==> src/hdl/tempSensorPkg.sv <==
package tempSensorPkg;

    // FSM_Clk cycles per quarter of an SCL bit
    localparam int unsigned QuarterCycles = 2;

    // prescaler width, at least one bit
    localparam int unsigned QuarterBits =
        (QuarterCycles > 1) ? $clog2(QuarterCycles) : 1;

    // 7-bit sensor address 1001000 held in a byte
    localparam logic [7:0] SensorAddr = 8'b0100_1000;

    // temperature register pointer
    localparam logic [7:0] PointerReg = 8'h00;

    // operations in one temperature read
    localparam int unsigned NumOps = 8;

    // bus engine operation codes
    localparam int unsigned OpBits = 2;

    localparam logic [OpBits-1:0] OpStart = 2'd0;
    localparam logic [OpBits-1:0] OpStop = 2'd1;
    localparam logic [OpBits-1:0] OpWrite = 2'd2;
    localparam logic [OpBits-1:0] OpRead = 2'd3;

    // byte view as it arrives on the bus
    typedef struct packed {
        logic [7:0] msb;
        logic [7:0] lsb;
    } tempRaw_s;

    // sensor view, 13-bit code with status flags below it
    typedef struct packed {
        logic [12:0] code;
        logic [2:0] flags;
    } tempSensor_s;

    typedef union packed {
        tempRaw_s raw;
        tempSensor_s sensor;
    } tempWord_u;

endpackage

==> src/hdl/busByteEngine.sv <==
`timescale 1ns/1ns

module busByteEngine (
    input logic FSM_Clk,
    input logic rstN,
    input logic opStrobe,
    input logic [tempSensorPkg::OpBits-1:0] opCode,
    input logic [7:0] txByte,
    input logic masterAck,
    output logic opDone,
    output logic [7:0] rxByte,
    output logic slaveAck,
    output logic scl,
    output logic sdaPull,
    input logic sdaIn
);
    import tempSensorPkg::*;

    logic busy;
    logic [OpBits-1:0] curOp;
    logic [QuarterBits-1:0] preCnt;
    logic [1:0] quarter;
    logic [3:0] bitCnt;
    logic [7:0] shiftReg;
    logic ackBit;
    logic sampleBit;
    logic quarterEnd;
    logic isByteOp;
    logic lastQuarter;
    logic sclNext;
    logic pullNext;

    assign quarterEnd = busy && (preCnt == QuarterBits'(QuarterCycles - 1));
    assign isByteOp = (curOp == OpWrite) || (curOp == OpRead);
    // bit 8 is the acknowledge slot
    assign lastQuarter = (quarter == 2'd3) && (!isByteOp || (bitCnt == 4'd8));
    assign rxByte = shiftReg;

    // bus levels for the current quarter
    always_comb begin
        sclNext = (quarter == 2'd1) || (quarter == 2'd2);
        pullNext = 1'b0;
        case (curOp)
            OpStart: begin
                // high, high, high with SDA falling, then SCL low
                sclNext = (quarter != 2'd3);
                pullNext = quarter[1];
            end
            OpStop: begin
                sclNext = (quarter != 2'd0);
                pullNext = !quarter[1];
            end
            OpWrite: begin
                pullNext = (bitCnt != 4'd8) && !shiftReg[7];
            end
            default: begin
                // read, drive only the master acknowledge
                pullNext = (bitCnt == 4'd8) && !ackBit;
            end
        endcase
    end

    always_ff @(posedge FSM_Clk or negedge rstN) begin
        if (!rstN) begin
            busy <= 1'b0;
            curOp <= OpStop;
            preCnt <= '0;
            quarter <= 2'd0;
            bitCnt <= 4'd0;
            opDone <= 1'b0;
            scl <= 1'b1;
            sdaPull <= 1'b0;
        end else begin
            opDone <= 1'b0;
            if (!busy) begin
                if (opStrobe) begin
                    busy <= 1'b1;
                    curOp <= opCode;
                    preCnt <= '0;
                    quarter <= 2'd0;
                    bitCnt <= 4'd0;
                end
            end else begin
                // outputs trail the quarter state by one cycle
                scl <= sclNext;
                sdaPull <= pullNext;
                if (quarterEnd) begin
                    preCnt <= '0;
                    if (lastQuarter) begin
                        busy <= 1'b0;
                        opDone <= 1'b1;
                    end else begin
                        quarter <= quarter + 2'd1;
                        if (quarter == 2'd3) begin
                            bitCnt <= bitCnt + 4'd1;
                        end
                    end
                end else begin
                    preCnt <= preCnt + 1'b1;
                end
            end
        end
    end

    // data path
    always_ff @(posedge FSM_Clk) begin
        if (!busy && opStrobe) begin
            shiftReg <= txByte;
            ackBit <= masterAck;
        end else if (quarterEnd) begin
            // sample at the end of the third quarter, SCL high
            if (quarter == 2'd2) begin
                if (bitCnt == 4'd8) begin
                    slaveAck <= sdaIn;
                end else begin
                    sampleBit <= sdaIn;
                end
            end
            // shift once SCL is low again
            if ((quarter == 2'd3) && isByteOp && (bitCnt != 4'd8)) begin
                shiftReg <= {shiftReg[6:0], sampleBit};
            end
        end
    end

endmodule

==> src/hdl/readSequencer.sv <==
`timescale 1ns/1ns

module readSequencer (
    input logic FSM_Clk,
    input logic rstN,
    input logic req,
    output logic ack,
    output logic opStrobe,
    output logic [tempSensorPkg::OpBits-1:0] opCode,
    output logic [7:0] txByte,
    output logic masterAck,
    input logic opDone,
    input logic slaveAck,
    output logic clear,
    output logic loadMsb,
    output logic loadLsb,
    output logic nackPulse
);
    import tempSensorPkg::*;

    // 0 while idle, otherwise the operation in flight
    logic [3:0] step;
    logic addrStep;

    // operation for each step of the read
    always_comb begin
        opCode = OpStop;
        txByte = PointerReg;
        masterAck = 1'b0;
        case (step)
            4'd1: begin
                opCode = OpStart;
            end
            4'd2: begin
                opCode = OpWrite;
                txByte = {SensorAddr[6:0], 1'b0};
            end
            4'd3: begin
                opCode = OpWrite;
                txByte = PointerReg;
            end
            4'd4: begin
                // repeated start
                opCode = OpStart;
            end
            4'd5: begin
                opCode = OpWrite;
                txByte = {SensorAddr[6:0], 1'b1};
            end
            4'd6: begin
                opCode = OpRead;
                masterAck = 1'b0;
            end
            4'd7: begin
                // last byte, release SDA
                opCode = OpRead;
                masterAck = 1'b1;
            end
            default: begin
                opCode = OpStop;
            end
        endcase
    end

    // steps where the sensor owes an acknowledge
    assign addrStep = (step == 4'd2) || (step == 4'd3) || (step == 4'd5);

    assign loadMsb = opDone && (step == 4'd6);
    assign loadLsb = opDone && (step == 4'd7);
    assign nackPulse = opDone && addrStep && slaveAck;

    always_ff @(posedge FSM_Clk or negedge rstN) begin
        if (!rstN) begin
            step <= 4'd0;
            ack <= 1'b0;
            opStrobe <= 1'b0;
            clear <= 1'b0;
        end else begin
            opStrobe <= 1'b0;
            clear <= 1'b0;
            if (ack) begin
                // bus stays idle until req drops
                if (!req) begin
                    ack <= 1'b0;
                end
            end else if (step == 4'd0) begin
                if (req) begin
                    step <= 4'd1;
                    opStrobe <= 1'b1;
                    clear <= 1'b1;
                end
            end else if (opDone) begin
                if (step == 4'(NumOps)) begin
                    step <= 4'd0;
                    ack <= 1'b1;
                end else begin
                    step <= step + 4'd1;
                    opStrobe <= 1'b1;
                end
            end
        end
    end

endmodule

==> src/hdl/tempResult.sv <==
`timescale 1ns/1ns

module tempResult (
    input logic FSM_Clk,
    input logic rstN,
    input logic clear,
    input logic loadMsb,
    input logic loadLsb,
    input logic nackPulse,
    input logic [7:0] rxByte,
    output tempSensorPkg::tempWord_u tempWord,
    output logic nackSeen
);
    import tempSensorPkg::*;

    tempWord_u nextWord;

    // bytes land through the raw view
    always_comb begin
        nextWord = tempWord;
        if (clear) begin
            nextWord = '0;
        end
        if (loadMsb) begin
            nextWord.raw.msb = rxByte;
        end
        if (loadLsb) begin
            nextWord.raw.lsb = rxByte;
        end
    end

    always_ff @(posedge FSM_Clk or negedge rstN) begin
        if (!rstN) begin
            tempWord <= '0;
            nackSeen <= 1'b0;
        end else begin
            tempWord <= nextWord;
            // sticky for the whole transaction
            if (clear) begin
                nackSeen <= 1'b0;
            end else if (nackPulse) begin
                nackSeen <= 1'b1;
            end
        end
    end

endmodule

==> src/hdl/tempSensorReader.sv <==
`timescale 1ns/1ns

module tempSensorReader (
    input logic FSM_Clk,
    input logic rstN,
    input logic req,
    output logic ack,
    output logic scl,
    output logic sdaPull,
    input logic sdaIn,
    output tempSensorPkg::tempWord_u tempWord,
    output logic nackSeen
);
    import tempSensorPkg::*;

    // sequencer to engine
    logic opStrobe;
    logic [OpBits-1:0] opCode;
    logic [7:0] txByte;
    logic masterAck;
    logic opDone;
    logic [7:0] rxByte;
    logic slaveAck;

    // sequencer to result
    logic clear;
    logic loadMsb;
    logic loadLsb;
    logic nackPulse;

    readSequencer seq0 (
        .FSM_Clk(FSM_Clk),
        .rstN(rstN),
        .req(req),
        .ack(ack),
        .opStrobe(opStrobe),
        .opCode(opCode),
        .txByte(txByte),
        .masterAck(masterAck),
        .opDone(opDone),
        .slaveAck(slaveAck),
        .clear(clear),
        .loadMsb(loadMsb),
        .loadLsb(loadLsb),
        .nackPulse(nackPulse)
    );

    busByteEngine engine0 (
        .FSM_Clk(FSM_Clk),
        .rstN(rstN),
        .opStrobe(opStrobe),
        .opCode(opCode),
        .txByte(txByte),
        .masterAck(masterAck),
        .opDone(opDone),
        .rxByte(rxByte),
        .slaveAck(slaveAck),
        .scl(scl),
        .sdaPull(sdaPull),
        .sdaIn(sdaIn)
    );

    tempResult result0 (
        .FSM_Clk(FSM_Clk),
        .rstN(rstN),
        .clear(clear),
        .loadMsb(loadMsb),
        .loadLsb(loadLsb),
        .nackPulse(nackPulse),
        .rxByte(rxByte),
        .tempWord(tempWord),
        .nackSeen(nackSeen)
    );

endmodule

==> config.mk <==
export PLATFORM = sky130hd
export DESIGN_NAME = tempSensorReader
export DESIGN_NICKNAME = d
export VERILOG_FILES = /design/src/hdl/tempSensorPkg.sv /design/src/hdl/busByteEngine.sv /design/src/hdl/readSequencer.sv /design/src/hdl/tempResult.sv /design/src/hdl/tempSensorReader.sv
export SDC_FILE = /design/constraint.sdc
export NUM_CORES = 1
export LEC_CHECK = 0
export BUFFER_PORTS_ARGS = -buffer_cell sky130_fd_sc_hd__buf_2
export CAP_MARGIN = 20
export CORE_UTILIZATION = 52
export CTS_CLUSTER_SIZE = 16
export DETAILED_ROUTE_END_ITERATION = 16
export GPL_TIMING_DRIVEN = 0
export PLACE_DENSITY = 0.79
export SYNTH_ARGS = -nofsm -noshare
export SYNTH_HDL_FRONTEND = slang
export SYNTH_SLANG_ARGS = --single-unit
==> constraint.sdc <==
create_clock -name FSM_Clk -period 1.5 [get_ports FSM_Clk]
set_input_delay 0.3 -clock FSM_Clk [delete_from_list [all_inputs] [get_ports FSM_Clk]]
set_output_delay 0.3 -clock FSM_Clk [all_outputs]
set_load 0.05 [all_outputs]
==> results.toml <==
[run_status]
status = "finished, violations left"
violations = "negative setup slack"

[global_routing]
antenna_found_initial = 0
grt_pass1_vias = 1665
grtUsageMet2 = 0.3312
grt_max_degree = 38
grt_util_all_layers = 0.2029
globalRouteMet1Util = 0.2652
overflow = 0
use_met3 = 0.04942
gr-max-usage-layer = "met2"
grt_pass1_wl_mm = 7.707

[synth]
synthArstFlopShare = 0.7708
syn-num-nets = 241
synth_edf_count = 11
synth_seq_cells = 48
synth_area_per_cell_um2 = 10.38
netlist-cell-type-count = 47
synth-main-ff-cell = "dfrtp_1"
synth_area_um2 = 2366
ys_seq_area_frac = 0.5320
syn_inst = 228
ys_warn_count = 0

[cells_and_area]
fin_nets = 286
final_cells = 326
diodes = 0
drive_gt1_frac = 0.2847
fin_util = 0.6434
syn_to_final_growth_pct = 18.40

[route]
drtPass1Iterations = 4
routed_wl_mm = 4.315
vias = 1729
viasPerCell = 5.304
dr.first_iter.drc_count = 94
drc = 0
avgRoutedWirePerCell_um = 13.24
drtAntennaViolNets = 0

[power]
pwr-share-seq = 0.466
power_density_nw_per_um2 = 1356
swShare = 0.3290
p_leak_nw = 1.318
combPwrFrac = 0.330
p_switching_mw = 1.250
intPower_mw = 2.550
clock_power_share = 0.204
irDropWorstVdd_v = 0.001026

[critical_path]
critPathKind = "reg -> reg"
arrival_ns = 1.73
endpoint_kind = "flop"
reg2reg_slack_ns = -0.05
reg2regPathDepth = 5
cp_max_fo = 3
reg2reg_from = "seq0.step[0]$_DFFE_PN0P_"
critPathRequiredTime_ns = 1.69
cp-start-kind = "flop"
critPathLaunch = "seq0.step[0]$_DFFE_PN0P_"
reg2reg_to = "seq0.step[1]$_DFFE_PN0P_"

[placement]
routabilityCongestion = 0.8076
dpl_worst_slack_ns = -0.2134
hpwlAfterDp_mm = 2.998
numPlacedInstances = 303
io_buffers = 23

[sta]
hold_viol_final = 0
fin_ws_ns = -0.04595
period_needed_ns = 1.546
skew_ns = 0.004657
slew_viol_final = 0
relSlewSlack = 0.4523
clock.fmax_ghz = 0.6469
setup_violations = 3
fin_crit_sh = 1.031
rsz0062_at_grt = "yes"
worst_pin_slew_ns = 0.8215

[worst_hold_path]
min_path_type = "in -> async"

[job]
drv_cap = 0

[floorplan]
core_area_um2 = 4354
io_pins = 24
initial_core_util = 0.5434
die_h_um = 69.46
die_area_um2 = 4824
die_w_um = 69.46
core.rowCount = 24

[clock_tree]
cts-htree-levels = 2
clkSlewWorstSetupHoldPaths_ns = 0.08
cts_tree = "done"
cts_sinks = 48
cts_made_buffers = 5
cts_root_buffer = "clkbuf_8"
hold_buffers = 0
clk_latency_ns = 0.30
clock_path_buffers = 2
==> cells by family (layout without fill, tap and decap cells) <==
family                     count (synthesis)  in the layout  synth area share
AOI/OAI and AO/OA                         44             44            0.1237
muxes                                      9              9           0.03966
and+or+nand+nor                           93             93            0.2100
buffers and inverters                     25             71           0.04706
adders and majority gates                  9              9           0.04759
DFF                                       48             48            0.5320
==> state kept, by name, indices dropped and copies added, names as in the netlist, 2 cells and up <==
name              cells
seq0.step             4
engine0.bitCnt        4
engine0.curOp         2
engine0.quarter       2
engine0.rxByte        8
result0.tempWord     16
==> placed cells by master, fill, tap and decap left out, drive strengths merged, types with 2 or more instances in the layout <==
| cell type | instances |
|---|---|
| dfstp | 2 |
| o31ai | 3 |
| dfrtp | 35 |
| inv | 14 |
| a211o | 2 |
| nor2 | 9 |
| nand3b | 2 |
| nand2b | 19 |
| a21oi | 4 |
| mux2 | 3 |
| mux2i | 6 |
| nand2 | 38 |
| buf | 48 |
| nor3b | 2 |
| a211oi | 3 |
| clkbuf | 7 |
| and4b | 2 |
| clkinv | 2 |
| a31oi | 2 |
| and2 | 6 |
| edfxtp | 11 |
| ha | 9 |
| nand3 | 5 |
| nor2b | 2 |
| o221ai | 3 |
| o21ai | 21 |
==> synthesized netlist by cell type (6+ instances only) <==
library cell   n  area, um2
nand2_1       38      142.6
dfrtp_1       35      875.8
nand2b_1      19      118.9
o21ai_1       18      90.09
inv_1         13      48.80
edfxtp_1      11      330.3
ha_1           9      112.6
nor2_1         9      33.78
buf_2          8      40.04
and2_1         6      37.54
mux2i_1        6      60.06
==> per-layer routing <==
layer / wire, um / vias to the layer above
li1: - / 866
met1: 2013 / 827
met2: 2087 / 32
met3: 155 / 4
met4: 59 / 0
met5: 0 / -
==> power by group through the flow <==
stage / logic [mW] / clock network (mW) / registers (mW)
3_5_place_dp: 0.991 / 0 / 1.83
3_3_place_gp: 0.961 / 0 / 1.83
2_1_floorplan: 0.692 / 0 / 1.89
4_1_cts: 1.17 / 0.803 / 1.77
5_1_grt: 1.39 / 0.860 / 1.81
6_report: 1.25 / 0.774 / 1.77
==> how the worst max path moves through the flow <==
stage / cells past startpoint / endpoint
after global placement: 3 / engine0.rxByte[3]$_SDFFCE_PP0P_
after detailed placement: 3 / engine0.rxByte[5]$_SDFFCE_PP0P_
final: 5 / seq0.step[1]$_DFFE_PN0P_
after floorplan: 4 / engine0.rxByte[0]$_DFFE_PP_
after global routing: 5 / seq0.step[1]$_DFFE_PN0P_
after CTS: 5 / seq0.step[1]$_DFFE_PN0P_
==> worst max-delay path, stage by stage, from the launching register on <==
cell and delay, ns:
dfrtp_1 0.42, inv_2 0.11, ha_4 0.13, nor3b_4 0.21
mux2i_1 0.23, mux2_1 0.33
==> what timing repair did <==
item                       in CTS  in global routing
resized for setup               4                  7
setup buffers                  11                  4
setup endpoints to repair      28                 29
pin swaps                       2                  4
==> per-stage QoR <==
stage / cell area [um2] / hold slack (ns) / power (mW) / TNS, ns
2_1_floorplan: 2381 / 0.004409 / 2.583 / -0.2524
3_3_place_gp: 2561 / 0.4445 / 2.790 / -2.968
3_5_place_dp: 2561 / 0.4534 / 2.823 / -3.472
4_1_cts: 2748 / 0.1275 / 3.749 / -0.1107
5_1_grt: 2801 / 0.1590 / 4.059 / -1.446
6_report: 2801 / 0.09471 / 3.799 / -0.07358
==> final cells by class <==
type	count	area, um2
Timing Repair Buffer	38	235.2
Fill cell	340	1553
Sequential cell	48	1259
Multi-Input combinational cell	155	1030
Buffer	11	67.56
Inverter	14	52.55
Clock inverter	2	10.01
Tap cell	52	65.06
Clock buffer	6	82.58
No activity file was read; power rests on OpenSTA's default activity.
